[src/rtl/cpuCtrlPkg.sv]
// Shared definitions for the hardwired CPU control unit
// Opcode, ALU operation, instruction class and step encodings plus the control word
`default_nettype none

package cpuCtrlPkg;

    // Opcode field in the top five bits of the IR
    typedef enum logic [4:0] {
        OpLd   = 5'd0,
        OpLdi  = 5'd1,
        OpSt   = 5'd2,
        OpAdd  = 5'd3,
        OpSub  = 5'd4,
        OpAnd  = 5'd5,
        OpOr   = 5'd6,
        OpShr  = 5'd7,
        OpShra = 5'd8,
        OpShl  = 5'd9,
        OpRor  = 5'd10,
        OpRol  = 5'd11,
        OpAddi = 5'd12,
        OpAndi = 5'd13,
        OpOri  = 5'd14,
        OpNeg  = 5'd17,
        OpNot  = 5'd18,
        OpBr   = 5'd19,
        OpJr   = 5'd20,
        OpJal  = 5'd21,
        OpIn   = 5'd22,
        OpOut  = 5'd23
    } opcode_t;

    // Operation select seen by the datapath ALU
    typedef enum logic [4:0] {
        AluNop  = 5'd0,  AluAdd = 5'd1,  AluSub = 5'd2,
        AluShr  = 5'd5,  AluShl = 5'd6,  AluShra = 5'd7,
        AluRor  = 5'd8,  AluRol = 5'd9,  AluAnd = 5'd10,
        AluOr   = 5'd11, AluNeg = 5'd12, AluNot = 5'd15
    } aluOp_t;

    // Instructions that share one execute sequence
    typedef enum logic [3:0] {
        ClassAluReg,  ClassAluUnary, ClassAluImm, ClassLoadImm,
        ClassLoad,    ClassStore,    ClassBranch, ClassJumpReg,
        ClassJumpLink, ClassInPort,  ClassOutPort, ClassNop
    } instrClass_t;

    // Sequencer steps, fetch first and then up to five execute steps
    typedef enum logic [3:0] {
        StepStartup,
        StepFetch0, StepFetch1, StepFetch2, StepFetch3,
        StepExec0,  StepExec1,  StepExec2,  StepExec3, StepExec4
    } step_t;

    // Datapath enables, 25 bits
    typedef struct packed {
        logic   gra;
        logic   grb;
        logic   grc;
        logic   rIn;
        logic   rOut;
        logic   baOut;
        logic   cOut;
        logic   connIn;
        logic   marIn;
        logic   mdrIn;
        logic   mdrOut;
        logic   yIn;
        logic   zIn;
        logic   zLowOut;
        logic   pcIn;
        logic   pcOut;
        logic   incPc;
        logic   irIn;
        logic   inPortOut;
        logic   outPortIn;
        aluOp_t aluOp;
    } ctrlWord_t;

endpackage

`default_nettype wire

[src/rtl/opcodeDecoder.sv]
// Opcode decoder
// Maps the IR opcode field to an instruction class and the ALU operation of exec1
`default_nettype none

module opcodeDecoder
    import cpuCtrlPkg::*;
#(
    parameter int IrWidth = 32
) (
    input  logic [IrWidth-1:0] irData,
    output instrClass_t        instrClass,
    output aluOp_t             aluOp
);

    opcode_t opcode;

    assign opcode = opcode_t'(irData[IrWidth-1 -: 5]);

    always_comb begin
        case (opcode)
            OpAdd, OpSub, OpAnd, OpOr, OpShr, OpShra, OpShl, OpRor, OpRol:
                instrClass = ClassAluReg;
            OpNeg, OpNot:         instrClass = ClassAluUnary;
            OpAddi, OpAndi, OpOri: instrClass = ClassAluImm;
            OpLdi:                instrClass = ClassLoadImm;
            OpLd:                 instrClass = ClassLoad;
            OpSt:                 instrClass = ClassStore;
            OpBr:                 instrClass = ClassBranch;
            OpJr:                 instrClass = ClassJumpReg;
            OpJal:                instrClass = ClassJumpLink;
            OpIn:                 instrClass = ClassInPort;
            OpOut:                instrClass = ClassOutPort;
            default:              instrClass = ClassNop;
        endcase
    end

    // Address and branch target sums all go through add
    always_comb begin
        case (opcode)
            OpAdd, OpAddi, OpLd, OpLdi, OpSt, OpBr: aluOp = AluAdd;
            OpSub:                                  aluOp = AluSub;
            OpAnd, OpAndi:                          aluOp = AluAnd;
            OpOr, OpOri:                            aluOp = AluOr;
            OpShr:                                  aluOp = AluShr;
            OpShra:                                 aluOp = AluShra;
            OpShl:                                  aluOp = AluShl;
            OpRor:                                  aluOp = AluRor;
            OpRol:                                  aluOp = AluRol;
            OpNeg:                                  aluOp = AluNeg;
            OpNot:                                  aluOp = AluNot;
            default:                                aluOp = AluNop;
        endcase
    end

endmodule

`default_nettype wire

[src/rtl/stepSequencer.sv]
// Step sequencer for the control unit
// Walks fetch and execute steps, waits on memory steps and holds a step on stop
`default_nettype none

module stepSequencer
    import cpuCtrlPkg::*;
(
    input  logic        clk,
    input  logic        reset,
    input  logic        stop,
    input  instrClass_t instrClass,
    input  logic        memDone,
    output step_t       step,
    output logic        halted,
    output logic        memStart,
    output logic        memIsWrite,
    output logic        run
);

    // Steps that wait on a memory transfer
    function automatic logic isMemStep(step_t s, instrClass_t c);
        return (s == StepFetch2) ||
               (s == StepExec3 && c == ClassLoad) ||
               (s == StepExec4 && c == ClassStore);
    endfunction

    function automatic logic isWriteStep(step_t s, instrClass_t c);
        return (s == StepExec4) && (c == ClassStore);
    endfunction

    // Final execute step of each class
    function automatic logic isLastStep(step_t s, instrClass_t c);
        case (c)
            ClassAluReg, ClassAluUnary, ClassAluImm, ClassLoadImm:
                return s == StepExec2;
            ClassLoad, ClassStore:
                return s == StepExec4;
            ClassBranch:
                return s == StepExec3;
            default:
                return s == StepExec0;
        endcase
    endfunction

    function automatic step_t stepAfter(step_t s, instrClass_t c);
        if (isLastStep(s, c)) begin
            return StepFetch0;
        end
        case (s)
            StepStartup: return StepFetch0;
            StepFetch0:  return StepFetch1;
            StepFetch1:  return StepFetch2;
            StepFetch2:  return StepFetch3;
            StepFetch3:  return StepExec0;
            StepExec0:   return StepExec1;
            StepExec1:   return StepExec2;
            StepExec2:   return StepExec3;
            StepExec3:   return StepExec4;
            default:     return StepFetch0;
        endcase
    endfunction

    step_t nextStep;
    step_t enterStep;
    logic  boundary;
    logic  entering;
    logic  enterMem;

    assign nextStep = stepAfter(step, instrClass);

    // A memory step ends only with the closing handshake phase
    assign boundary = isMemStep(step, instrClass) ? memDone : 1'b1;

    // Step that starts running on the coming edge, either a fresh one or a resumed one
    assign enterStep = halted ? step : nextStep;
    assign entering  = halted ? !stop : (boundary && !stop);
    assign enterMem  = entering && isMemStep(enterStep, instrClass);

    assign run = !halted && (step != StepStartup);

    always_ff @(posedge clk or posedge reset) begin
        if (reset) begin
            step       <= StepStartup;
            halted     <= 1'b0;
            memStart   <= 1'b0;
            memIsWrite <= 1'b0;
        end else begin
            memStart <= enterMem;
            if (enterMem) begin
                memIsWrite <= isWriteStep(enterStep, instrClass);
            end

            if (halted) begin
                // Held step runs again once stop drops
                if (!stop) begin
                    halted <= 1'b0;
                end
            end else if (boundary) begin
                step <= nextStep;
                if (stop) begin
                    halted <= 1'b1;
                end
            end
        end
    end

endmodule

`default_nettype wire

[src/rtl/memPort.sv]
// Memory port master
// Runs one four-phase req/ack read or write per start pulse
`default_nettype none

module memPort (
    input  logic clk,
    input  logic reset,
    input  logic memStart,
    input  logic memIsWrite,
    input  logic memAck,
    output logic memReq,
    output logic memWrite,
    output logic dataPhase,
    output logic memDone
);

    typedef enum logic [1:0] {
        PortIdle,
        PortRequest,
        PortRelease
    } portState_t;

    portState_t state;

    assign memReq = (state == PortRequest);

    // First cycle with ack high while requesting
    assign dataPhase = (state == PortRequest) && memAck;

    // Ack seen low again after the request fell
    assign memDone = (state == PortRelease) && !memAck;

    always_ff @(posedge clk or posedge reset) begin
        if (reset) begin
            state    <= PortIdle;
            memWrite <= 1'b0;
        end else begin
            case (state)
                PortIdle: begin
                    if (memStart) begin
                        state    <= PortRequest;
                        memWrite <= memIsWrite;
                    end
                end
                PortRequest: begin
                    if (memAck) begin
                        state <= PortRelease;
                    end
                end
                PortRelease: begin
                    if (!memAck) begin
                        state    <= PortIdle;
                        memWrite <= 1'b0;
                    end
                end
                default: state <= PortIdle;
            endcase
        end
    end

endmodule

`default_nettype wire

[src/rtl/controlWordGen.sv]
// Control word generator
// Combinational table from step and instruction class to datapath enables
`default_nettype none

module controlWordGen
    import cpuCtrlPkg::*;
(
    input  step_t       step,
    input  instrClass_t instrClass,
    input  aluOp_t      aluOp,
    input  logic        halted,
    input  logic        dataPhase,
    output ctrlWord_t   ctrlWord
);

    always_comb begin
        ctrlWord       = '0;
        ctrlWord.aluOp = AluNop;

        // Startup and halted cycles keep every enable low
        if (!halted) begin
            case (step)
                StepFetch0: begin
                    ctrlWord.pcOut = 1'b1;
                    ctrlWord.marIn = 1'b1;
                    ctrlWord.incPc = 1'b1;
                    ctrlWord.zIn   = 1'b1;
                end
                StepFetch1: begin
                    ctrlWord.zLowOut = 1'b1;
                    ctrlWord.pcIn    = 1'b1;
                end
                StepFetch2: ctrlWord.mdrIn = dataPhase;
                StepFetch3: begin
                    ctrlWord.mdrOut = 1'b1;
                    ctrlWord.irIn   = 1'b1;
                end
                StepExec0: begin
                    case (instrClass)
                        ClassAluReg, ClassAluUnary, ClassAluImm: begin
                            ctrlWord.grb = 1'b1;
                            ctrlWord.yIn = 1'b1;
                        end
                        ClassLoadImm, ClassLoad, ClassStore: begin
                            ctrlWord.grb   = 1'b1;
                            ctrlWord.baOut = 1'b1;
                            ctrlWord.yIn   = 1'b1;
                        end
                        ClassBranch: ctrlWord = '{gra: 1'b1, rOut: 1'b1, connIn: 1'b1,
                                                  aluOp: AluNop, default: 1'b0};
                        ClassJumpReg: ctrlWord = '{gra: 1'b1, rOut: 1'b1, pcIn: 1'b1,
                                                   aluOp: AluNop, default: 1'b0};
                        ClassJumpLink: ctrlWord = '{gra: 1'b1, rIn: 1'b1, pcOut: 1'b1,
                                                    aluOp: AluNop, default: 1'b0};
                        ClassInPort: ctrlWord = '{inPortOut: 1'b1, gra: 1'b1, rIn: 1'b1,
                                                  aluOp: AluNop, default: 1'b0};
                        ClassOutPort: ctrlWord = '{outPortIn: 1'b1, gra: 1'b1, rOut: 1'b1,
                                                   aluOp: AluNop, default: 1'b0};
                        default: ;
                    endcase
                end
                StepExec1: begin
                    case (instrClass)
                        ClassAluReg: begin
                            ctrlWord.grc   = 1'b1;
                            ctrlWord.rOut  = 1'b1;
                            ctrlWord.zIn   = 1'b1;
                            ctrlWord.aluOp = aluOp;
                        end
                        ClassAluUnary: begin
                            ctrlWord.zIn   = 1'b1;
                            ctrlWord.aluOp = aluOp;
                        end
                        ClassAluImm, ClassLoadImm, ClassLoad, ClassStore: begin
                            ctrlWord.cOut  = 1'b1;
                            ctrlWord.zIn   = 1'b1;
                            ctrlWord.aluOp = aluOp;
                        end
                        ClassBranch: begin
                            ctrlWord.pcOut = 1'b1;
                            ctrlWord.yIn   = 1'b1;
                        end
                        default: ;
                    endcase
                end
                StepExec2: begin
                    case (instrClass)
                        // Result writeback from Z low
                        ClassAluReg, ClassAluUnary, ClassAluImm, ClassLoadImm: begin
                            ctrlWord.zLowOut = 1'b1;
                            ctrlWord.gra     = 1'b1;
                            ctrlWord.rIn     = 1'b1;
                        end
                        ClassLoad, ClassStore: begin
                            ctrlWord.zLowOut = 1'b1;
                            ctrlWord.marIn   = 1'b1;
                        end
                        ClassBranch: begin
                            ctrlWord.cOut  = 1'b1;
                            ctrlWord.zIn   = 1'b1;
                            ctrlWord.aluOp = aluOp;
                        end
                        default: ;
                    endcase
                end
                StepExec3: begin
                    case (instrClass)
                        ClassLoad: ctrlWord.mdrIn = dataPhase;
                        ClassStore: begin
                            ctrlWord.gra   = 1'b1;
                            ctrlWord.rOut  = 1'b1;
                            ctrlWord.mdrIn = 1'b1;
                        end
                        ClassBranch: begin
                            ctrlWord.zLowOut = 1'b1;
                            ctrlWord.pcIn    = 1'b1;
                        end
                        default: ;
                    endcase
                end
                StepExec4: begin
                    // Store write step drives nothing on the datapath
                    if (instrClass == ClassLoad) begin
                        ctrlWord.mdrOut = 1'b1;
                        ctrlWord.gra    = 1'b1;
                        ctrlWord.rIn    = 1'b1;
                    end
                end
                default: ;
            endcase
        end
    end

endmodule

`default_nettype wire

[src/rtl/ctrlUnit.sv]
// Hardwired control unit top level
// Decoder, step sequencer, memory port and control word table
`default_nettype none

module ctrlUnit
    import cpuCtrlPkg::*;
#(
    parameter int IrWidth = 32
) (
    input  logic               clk,
    input  logic               reset,
    input  logic               stop,
    input  logic [IrWidth-1:0] irData,
    input  logic               memAck,
    output ctrlWord_t          ctrlWord,
    output logic               memReq,
    output logic               memWrite,
    output logic               run
);

    instrClass_t instrClass;
    aluOp_t      aluOp;
    step_t       step;
    logic        halted;
    logic        memStart;
    logic        memIsWrite;
    logic        dataPhase;
    logic        memDone;

    opcodeDecoder #(
        .IrWidth(IrWidth)
    ) opcodeDecoder_inst (
        .irData    (irData),
        .instrClass(instrClass),
        .aluOp     (aluOp)
    );

    stepSequencer stepSequencer_inst (
        .clk       (clk),
        .reset     (reset),
        .stop      (stop),
        .instrClass(instrClass),
        .memDone   (memDone),
        .step      (step),
        .halted    (halted),
        .memStart  (memStart),
        .memIsWrite(memIsWrite),
        .run       (run)
    );

    memPort memPort_inst (
        .clk       (clk),
        .reset     (reset),
        .memStart  (memStart),
        .memIsWrite(memIsWrite),
        .memAck    (memAck),
        .memReq    (memReq),
        .memWrite  (memWrite),
        .dataPhase (dataPhase),
        .memDone   (memDone)
    );

    controlWordGen controlWordGen_inst (
        .step      (step),
        .instrClass(instrClass),
        .aluOp     (aluOp),
        .halted    (halted),
        .dataPhase (dataPhase),
        .ctrlWord  (ctrlWord)
    );

endmodule

`default_nettype wire

[config.mk]
export PLATFORM = sky130hd
export DESIGN_NAME = ctrlUnit
export DESIGN_NICKNAME = d
export VERILOG_FILES = /design/src/rtl/cpuCtrlPkg.sv /design/src/rtl/opcodeDecoder.sv /design/src/rtl/stepSequencer.sv /design/src/rtl/memPort.sv /design/src/rtl/controlWordGen.sv /design/src/rtl/ctrlUnit.sv
export SDC_FILE = /design/constraint.sdc
export NUM_CORES = 1
export LEC_CHECK = 0
export ABC_AREA = 1
export CAP_MARGIN = 40
export CORE_ASPECT_RATIO = 2
export CORE_MARGIN = 2
export CORE_UTILIZATION = 55
export DETAILED_ROUTE_END_ITERATION = 16
export DONT_BUFFER_PORTS = 1
export GPL_TIMING_DRIVEN = 0
export PLACE_DENSITY = 0.79
export SLEW_MARGIN = 20
export SYNTH_ARGS = -nofsm -noshare
export SYNTH_HDL_FRONTEND = slang
export SYNTH_SLANG_ARGS = --single-unit
[constraint.sdc]
create_clock -name clk -period 2 [get_ports clk]
set_input_delay 0.2 -clock clk [delete_from_list [all_inputs] [get_ports clk]]
set_output_delay 0.2 -clock clk [all_outputs]
set_load 0.01 [all_outputs]
==> results.py, run 1 <==
metrics = {
    "power_and_ir_drop": {
        "ir_drop_mv": 0.785,
        "powerDensity_nw_per_um2": 906,
        "p_leak_nw": 0.916,
    },
    "routing": {
        "ant_nets": 0,
        "viasPerCell": 5.79,
        "vias": 1701,
        "drt_wl_total_mm": 4.67,
        "wl_per_cell_microns": 15.9,
        "drc": 0,
        "dr.first_iter.drc_count": 38,
        "drt_first_pass_iters": 4,
    },
    "clocking": {
        "htree_levels": 1,
        "cts_tree": "yes",
        "path_clk_slew_ns": 0.05,
        "cts_root_buf": "clkbuf_8",
        "cts.sinks": 10,
        "numCtsBuffers": 3,
        "cts_buffer_depth": 2,
        "clkLatencyLatePin_ns": 0.23,
    },
    "run_status": {
        "outcome": "finished, final reports clean",
    },
    "global_routing": {
        "overflow": 0,
        "grt_pass1_vias": 1652,
        "antenna_found_initial": 0,
        "track_usage_pct": 30.0,
        "grt_pass1_wl_mm": 6.81,
        "grt_max_degree": 11,
    },
    "floorplanning": {
        "rows": 27,
        "design.die.area_sq_um": 3260,
        "start_util_pct": 56.9,
        "io_pins": 64,
        "die_w_microns": 41.4,
        "core_sq_um": 2700,
        "die_y_microns": 78.7,
    },
    "logic_synthesis": {
        "synth_cell_types": 37,
        "netlist_instances": 248,
        "synthArstFlopShare_pct": 100,
        "yosysWarnings": 0,
        "synth_area_sq_um": 1540,
        "synth.avg_cell_area_sq_um": 6.20,
        "synth_nets": 294,
        "synth-seq-area-share_pct": 16.3,
        "synth_flop_cell": "dfrtp_1",
        "synth_edf_count": 0,
        "ys_ff_latch": 10,
    },
    "flow_run": {
        "drv_cap": 0,
    },
    "finish": {
        "final_cell_area_sq_um": 1980,
        "syn2layout_area_growth_pct": 28.8,
        "nets": 312,
        "diodes": 0,
        "final_common_cell": "nand2_1",
        "drive_gt1_share_pct": 38.1,
        "final_util_pct": 73.2,
        "layout_common_cells": "nand2_1, inv_1, nor2_1",
    },
    "sta": {
        "fmaxAchievable_mhz": 503,
        "period_share_pct": 99.3,
        "max-slew-margin-rel_pct": 60.2,
        "finalSetupViolCount": 0,
        "finClkSkew_ns": 0.00145,
        "rsz0062_at_grt": "yes",
        "worst_pin_slew_ns": 0.597,
        "final_max_slew_viol_count": 0,
        "period_minus_slack_ns": 1.99,
        "timing.final.ws_setup_ns": 0.0137,
        "hold_viol": 0,
    },
    "setup_path": {
        "required_ns": 1.80,
        "crit_type": "reg -> out",
        "cp_slowest_stage_delay_ns": 0.42,
        "crit_chain": "inv_2 > ha_4 > inv_2 > nor3_4 > buf_6 > nand3_4 > o211ai_1 > nor2_1 > nor2_2",
        "crit_arrival_ns": 1.79,
        "path_max_fanout": 4,
        "crit_path_end_kind": "output pin",
        "timing.critical_path.mode_cell": "inv_2",
        "slowest_stage": "dfrtp_2",
        "setup.worst_path.start_class": "flop",
    },
    "placed_design": {
        "place_area_sq_um": 1570,
        "gp_congestion": 0.927,
        "post-place-ws_ns": -0.237,
        "io_buffers": 0,
        "place_hpwl_mm": 3.42,
    },
    "worst_hold_path": {
        "hold_class": "in -> reg",
    },
}
## report_power, final
part	switching (mW)	total, mW	internal (mW)	leakage [nW]
registers	0.0980	0.375	0.277	0.127
logic	0.754	1.17	0.419	0.760
clock network	0.0714	0.244	0.172	0.0288
total	0.924	1.79	0.869	0.916
## flip-flops by register name (all words and copies together), names as in the netlist
| name | flops |
|---|---|
| stepSequencer_inst.halted | 1 |
| memPort_inst.memWrite | 1 |
| memPort_inst.state | 2 |
| stepSequencer_inst.memIsWrite | 1 |
| stepSequencer_inst.step | 4 |
| stepSequencer_inst.memStart | 1 |
## per-stage QoR
step	TNS (ns)	cells	hold WS (ns)	power (mW)
floorplan	0	248	0.0402	1.03
global route	-0.390	294	0.0748	1.95
CTS	-0.00786	283	0.0760	1.54
global placement	-1.48	277	0.0840	1.19
detailed placement	-1.60	277	0.0865	1.21
finish	0	294	0.0775	1.79
## kinds of logic after synthesis
| family | Yosys count | synth area share, % |
|---|---|---|
| and+or+nand+nor | 146 | 48.4 |
| adders and majority gates | 10 | 8.14 |
| DFF | 10 | 16.3 |
| other | 1 | 0.244 |
| AOI/OAI and AO/OA | 34 | 13.9 |
| buffers and inverters | 47 | 13.0 |
## metal layers
layer | routed length [microns] | global-route usage (%) | vias up
met4 | 175 | 20.6 | 0
met2 | 2880 | 55.5 | 47
met5 | 0 | 0 | -
met3 | 189 | 8.10 | 17
met1 | 1430 | 22.3 | 797
li1 | - | - | 840
## worst max-delay path: cells and delay by family (launching register included)
kind / cells / cell delay [ns]
AND/OR/NAND/NOR: 4 / 0.53
AO/OA/AOI/OAI: 1 / 0.13
buffers and inverters: 3 / 0.30
flip-flops: 1 / 0.42
adder cells (fa/ha/maj): 1 / 0.17
## final cells by class
| type | instances | area, sq um |
|---|---|---|
| fill | 235 | 723 |
| multi-input combinational | 191 | 1310 |
| timing repair buffer | 13 | 104 |
| tap | 29 | 36.3 |
| buffer | 7 | 50.0 |
| sequential | 10 | 254 |
| inverter | 40 | 168 |
| clock buffer | 4 | 55.1 |
## repair_timing
action / 4_1_cts / 5_1_grt
hold endpoints to repair: 10 / 0
gates resized for setup: 27 / 42
pin swaps: 3 / 24
hold buffers: 1 / 0
setup buffers: 1 / 11
endpoints found under the setup margin: 20 / 23
## cells in the mapped netlist (4+ instances only)
library cell / instances / share of area (%)
nor3_1: 10 / 3.3
nand2_1: 59 / 14
nand3_2: 4 / 2.6
a21oi_1: 11 / 3.6
ha_1: 10 / 8.1
nor2_1: 30 / 7.3
dfrtp_1: 10 / 16
inv_1: 36 / 8.8
inv_2: 4 / 0.98
o21ai_0: 9 / 2.9
nand3_1: 14 / 4.6
nand2_2: 9 / 3.7
nand2_4: 4 / 2.9
## final timing paths
| check | start | endpoint | slack [ns] | cells past startpoint |
|---|---|---|---|---|
| min reg2reg | stepSequencer_inst.memIsWrite | stepSequencer_inst.memIsWrite | 0.48 | 2 |
| max in group asynchronous | reset | stepSequencer_inst.step[0] | 1.31 | 2 |
| max | stepSequencer_inst.step[1] | ctrlWord[24] | 0.01 | 9 |
| max reg2reg | stepSequencer_inst.step[0] | stepSequencer_inst.memIsWrite | 0.07 | 16 |
| min in group asynchronous | reset | memPort_inst.state[0] | 0.39 | 2 |
| min | stop | stepSequencer_inst.halted | 0.08 | 2 |
(Power assumes the default switching activity.)
==> run 2: changes to the inputs <==
--- a/config.mk
+++ b/config.mk
@@ -13,6 +13,7 @@
 export DETAILED_ROUTE_END_ITERATION = 16
 export DONT_BUFFER_PORTS = 1
 export GPL_TIMING_DRIVEN = 0
+export MAX_ROUTING_LAYER = met4
 export PLACE_DENSITY = 0.79
 export SLEW_MARGIN = 20
 export SYNTH_ARGS = -nofsm -noshare
==> constraint.sdc (replaced) <==
create_clock -name clk -period 2 [get_ports clk]
set_input_delay 0.1 -clock clk [delete_from_list [all_inputs] [get_ports clk]]
set_output_delay 0.1 -clock clk [all_outputs]
set_load 0.01 [all_outputs]
==> results.py, run 2 (synthesis gave the netlist of run 1 again) <==
metrics = {
    "run_status": {
        "outcome": "finished, final reports clean",
    },
    "routing": {
        "ant_nets": 0,
        "drt_first_pass_iters": 4,
        "dr.first_iter.drc_count": 17,
        "wl_per_cell_microns": 14.5,
        "drt_wl_total_mm": 4.22,
        "viasPerCell": 5.61,
        "drc": 0,
        "vias": 1632,
    },
    "setup_path": {
        "crit_path_end_kind": "output pin",
        "crit_family": "compound AO/OA/AOI/OAI gates",
        "path_max_fanout": 4,
        "cp_slowest_stage_delay_ns": 0.47,
        "crit_type": "reg -> out",
        "required_ns": 1.90,
        "crit_buf_inv": 3,
        "crit_arrival_ns": 1.86,
        "timing.critical_path.mode_cell": "inv_2",
        "crit_chain": "inv_2 > ha_2 > inv_2 > buf_12 > nor2_4 > nand2_1 > o311ai_1",
        "slowest_stage": "o311ai_1",
        "setup.worst_path.start_class": "flop",
    },
    "finish": {
        "seqCellArea_sq_um": 254,
        "layout_common_cells": "nand2_1, inv_1, nor2_1",
        "final_util_pct": 67.3,
        "top_register": "stepSequencer_inst.step",
        "drive_gt1_share_pct": 29.8,
        "biggestRegsByFlops": "stepSequencer_inst.step: 4 flops, memPort_inst.state: 2 flops",
        "diodes": 0,
        "syn2layout_area_growth_pct": 18.3,
        "nets": 309,
        "multi_input_area_sq_um": 1170,
        "final_common_cell": "nand2_1",
        "largest_register_ffs": 4,
        "final_cell_area_sq_um": 1820,
        "fill_cells": 269,
        "stdcell_count": 291,
    },
    "global_routing": {
        "grt_pass1_vias": 1641,
        "overflow": 0,
        "antenna_found_initial": 0,
        "grt_pass1_wl_mm": 6.69,
        "grt_max_degree": 11,
        "track_usage_pct": 30.1,
    },
    "sta": {
        "fmaxAchievable_mhz": 511,
        "worst_pin_slew_ns": 0.526,
        "max-slew-margin-rel_pct": 64.6,
        "final_max_slew_viol_count": 0,
        "hold_viol": 0,
        "finalSetupViolCount": 0,
        "finClkSkew_ns": 0.00182,
        "rsz0062_at_grt": "yes",
        "period_share_pct": 97.8,
        "fin_hold_ws_ns": 0.0162,
        "period_minus_slack_ns": 1.96,
    },
    "placed_design": {
        "dpl.cell_count": 277,
        "gp_congestion": 0.943,
        "place_hpwl_mm": 3.42,
        "io_buffers": 0,
        "place_area_sq_um": 1570,
    },
    "floorplanning": {
        "die_y_microns": 78.7,
        "io_pins": 64,
        "start_util_pct": 56.9,
        "rows": 27,
        "die_w_microns": 41.4,
        "design.die.area_sq_um": 3260,
        "core_sq_um": 2700,
    },
    "worst_hold_path": {
        "hold_class": "in -> reg",
    },
    "power_and_ir_drop": {
        "power_mw": 1.69,
        "ir_drop_mv": 0.723,
        "powerDensity_nw_per_um2": 930,
        "p_leak_nw": 0.888,
    },
    "clocking": {
        "cts_root_buf": "clkbuf_8",
        "htree_levels": 1,
        "cts_tree": "yes",
        "numCtsBuffers": 3,
        "clkLatencyLatePin_ns": 0.23,
        "cts_buffer_depth": 2,
        "path_clk_slew_ns": 0.05,
        "cts.sinks": 10,
    },
    "flow_run": {
        "drv_cap": 0,
    },
}
run 2: layout make-up:
type | instances | area share, %
timing repair buffer | 10 | 5.23
buffer | 7 | 2.75
tap | 29 | 2.00
inverter | 40 | 8.40
multi-input combinational | 191 | 64.6
clock buffer | 4 | 3.03
sequential | 10 | 14.0
run 2: where the power goes:
group,switching [mW],total (mW),internal [mW],leakage (nW)
Clock,0.0711,0.243,0.172,0.0288
Combinational,0.680,1.09,0.406,0.732
Sequential,0.0841,0.361,0.277,0.127
run 2: per-layer routing:
metal	track usage, %	share of wire (%)	vias up
li1	-	-	818
met1	20.5	31	764
met2	54.7	62	36
met3	8.38	3.6	14
met4	21.6	4.3	0
met5	-	0	-
run 2: through the flow:
stage / setup WS, ns / TNS (ns)
6_report: 0.0443 / 0
3_3_place_gp: -0.220 / -0.604
3_5_place_dp: -0.237 / -0.802
2_1_floorplan: 0.0825 / 0
4_1_cts: -0.0374 / -0.0761
5_1_grt: -0.0776 / -0.364
run 2: worst paths after layout:
kind | start | endpoint | slack [ns] | cells past startpoint
setup / recovery | stepSequencer_inst.step[1] | ctrlWord[9] | 0.04 | 7
hold / removal | memAck | memPort_inst.state[1] | 0.02 | 2
setup reg to reg | stepSequencer_inst.step[0] | stepSequencer_inst.memIsWrite | 0.09 | 15
hold reg to reg | stepSequencer_inst.memIsWrite | stepSequencer_inst.memIsWrite | 0.48 | 2
max in group asynchronous | reset | stepSequencer_inst.step[0] | 1.41 | 2
min in group asynchronous | reset | memPort_inst.state[0] | 0.29 | 2
run 2: timing repair:
item	CTS	global route
pin swaps	0	7
buffers inserted	0	7
hold endpoints to repair	12	0
gates cloned	0	0
endpoints found under the setup margin	15	19
hold buffers	3	0
gates resized for setup	9	24
run 2: worst reg2reg max path: cells and delay by family, from the launching register on:
kind          cells  cell delay (ns)
fa+ha+maj         1             0.18
flops             1             0.45
simple gates     12             1.05
buf+inv           2             0.14
==> run 3: changes to the inputs <==
--- a/config.mk
+++ b/config.mk
@@ -9,12 +9,12 @@
 export CAP_MARGIN = 40
 export CORE_ASPECT_RATIO = 2
 export CORE_MARGIN = 2
-export CORE_UTILIZATION = 55
+export CORE_UTILIZATION = 32
 export DETAILED_ROUTE_END_ITERATION = 16
 export DONT_BUFFER_PORTS = 1
 export GPL_TIMING_DRIVEN = 0
 export MAX_ROUTING_LAYER = met4
-export PLACE_DENSITY = 0.79
+export PLACE_DENSITY = 0.53
 export SLEW_MARGIN = 20
 export SYNTH_ARGS = -nofsm -noshare
 export SYNTH_HDL_FRONTEND = slang
==> results.py, run 3 (synthesis gave the netlist of run 1 again) <==
metrics = {
    "clocking": {
        "clkLatencyLatePin_ns": 0.23,
        "cts.sinks": 10,
        "cts_tree": "yes",
        "htree_levels": 1,
        "path_clk_slew_ns": 0.04,
        "numCtsBuffers": 3,
        "cts_buffer_depth": 2,
        "cts_root_buf": "clkbuf_8",
    },
    "sta": {
        "fmaxAchievable_mhz": 508,
        "worst_pin_slew_ns": 0.611,
        "period_share_pct": 98.4,
        "rsz0062_at_grt": "yes",
        "final_max_slew_viol_count": 0,
        "max-slew-margin-rel_pct": 58.9,
        "finalSetupViolCount": 0,
        "period_minus_slack_ns": 1.97,
        "hold_viol": 0,
        "finClkSkew_ns": 0.00149,
        "tns_ns": 0,
    },
    "routing": {
        "drc": 0,
        "drt_first_pass_iters": 4,
        "viasPerCell": 5.06,
        "ant_nets": 0,
        "wl_per_cell_microns": 14.8,
        "vias": 1620,
        "drt_wl_total_mm": 4.72,
        "dr.first_iter.drc_count": 11,
    },
    "global_routing": {
        "antenna_found_initial": 0,
        "grt_pass1_wl_mm": 7.34,
        "grt_pass1_vias": 1659,
        "track_usage_pct": 19.1,
        "overflow": 0,
        "grt_max_degree": 11,
    },
    "worst_hold_path": {
        "whs_path_depth": 5,
        "min_from": "stop",
        "hold_class": "in -> reg",
        "hold_end": "stepSequencer_inst.memStart",
    },
    "finish": {
        "multi_input_area_sq_um": 1190,
        "drive_gt1_share_pct": 32.1,
        "diodes": 0,
        "syn2layout_area_growth_pct": 22.1,
        "largest_register_ffs": 4,
        "nets": 313,
        "fill_cells": 522,
        "top_register": "stepSequencer_inst.step",
        "biggestRegsByFlops": "stepSequencer_inst.step: 4 flops, memPort_inst.state: 2 flops",
        "layout_common_cells": "nand2_1, inv_1, nor2_1",
        "stdcell_count": 320,
        "seqCellArea_sq_um": 255,
        "final_util_pct": 40.8,
        "final_common_cell": "nand2_1",
    },
    "floorplanning": {
        "die_y_microns": 102,
        "core_sq_um": 4600,
        "start_util_pct": 33.4,
        "io_pins": 64,
        "rows": 35,
        "design.die.area_sq_um": 5410,
        "die_w_microns": 53.0,
    },
    "power_and_ir_drop": {
        "powerDensity_nw_per_um2": 927,
        "p_leak_nw": 0.893,
        "ir_drop_mv": 0.615,
        "power_mw": 1.74,
    },
    "placed_design": {
        "gp_congestion": 0.852,
        "place_hpwl_mm": 3.89,
        "io_buffers": 0,
        "dpl.cell_count": 303,
    },
    "setup_path": {
        "reg2regPathDepth": 16,
        "reg2reg_slack_ns": 0.03,
        "required_ns": 2.12,
        "crit_type": "reg -> reg",
        "setup.worst_path.start_class": "flop",
        "crit_path_end_kind": "flop",
        "path_max_fanout": 6,
        "r2r-end": "stepSequencer_inst.memIsWrite",
        "crit_arrival_ns": 2.09,
        "regToRegStartpoint": "stepSequencer_inst.step[0]",
    },
    "flow_run": {
        "drv_cap": 0,
    },
    "run_status": {
        "outcome": "finished, final reports clean",
    },
}
-- run 3: cell types whose count changed in the layout (fill, tap and decap cells not counted), sizes merged --
cell,before,now
buf,12,16
clkbuf,6,5
-- run 3: per-stage QoR --
step	instance area (sq um)	hold slack (ns)	worst slack [ns]
floorplan	1540	-0.0598	0.0825
global placement	1610	0.00488	-0.294
detailed placement	1610	0.00544	-0.278
CTS	1720	0.165	0.00460
global route	1880	0.206	-0.0699
finish	1880	0.147	0.0323
-- run 3: final cells by class --
class                   instances  share of cell area (%)
plain buffers                   7                    2.67
clock buffers                   3                    2.20
inverters                      40                    8.27
multi-input cells             191                    63.6
flip-flops and latches         10                    13.6
well taps                      55                    3.67
repair buffers                 14                    6.00
-- run 3: what timing repair did --
| action | CTS | global route |
|---|---|---|
| setup buffers | 1 | 10 |
| pin swaps | 1 | 15 |
| resized for setup | 15 | 27 |
| endpoints found under the setup margin | 18 | 19 |
| hold endpoints to repair | 13 | 0 |
| hold buffers | 3 | 0 |
-- run 3: how the worst max path moves through the flow --
stage | from | endpoint | slack (ns)
2_1_floorplan | stepSequencer_inst.step[0] | stepSequencer_inst.memIsWrite | 0.08
3_3_place_gp | stepSequencer_inst.step[0] | stepSequencer_inst.memIsWrite | -0.29
3_5_place_dp | stepSequencer_inst.step[0] | stepSequencer_inst.memIsWrite | -0.28
4_1_cts | irData[27] | ctrlWord[3] | 0.005
5_1_grt | stepSequencer_inst.step[0] | stepSequencer_inst.memIsWrite | -0.07
6_report | stepSequencer_inst.step[0] | stepSequencer_inst.memIsWrite | 0.03
-- run 3: metal layers --
metal | GRT usage [%] | share of wire (%) | vias up | wire length [microns]
li1 | - | - | 831 | -
met1 | 14.7 | 31 | 740 | 1460
met2 | 38.8 | 61 | 36 | 2880
met3 | 2.05 | 3.6 | 13 | 171
met4 | 11.0 | 4.5 | 0 | 212
met5 | - | 0 | - | 0
-- run 3: critical path, stage by stage, from the launching register on --
cell and delay, ns:
dfrtp_2 0.43, buf_4 0.15, ha_1 0.20, inv_2 0.08, nor2_4 0.05, inv_2 0.09, nor2_4 0.06, nor2_8 0.14
nand3_4 0.09, nand2_2 0.08, nand2_2 0.07, nor2_4 0.12, nand3_2 0.07, nand2_2 0.08, nand2_2 0.06, nand2_1 0.06
nand2_1 0.04
-- run 3: power by group --
part,internal [mW],switching (mW)
combinational,0.449,0.731
sequential,0.279,0.0756
clock,0.131,0.0724
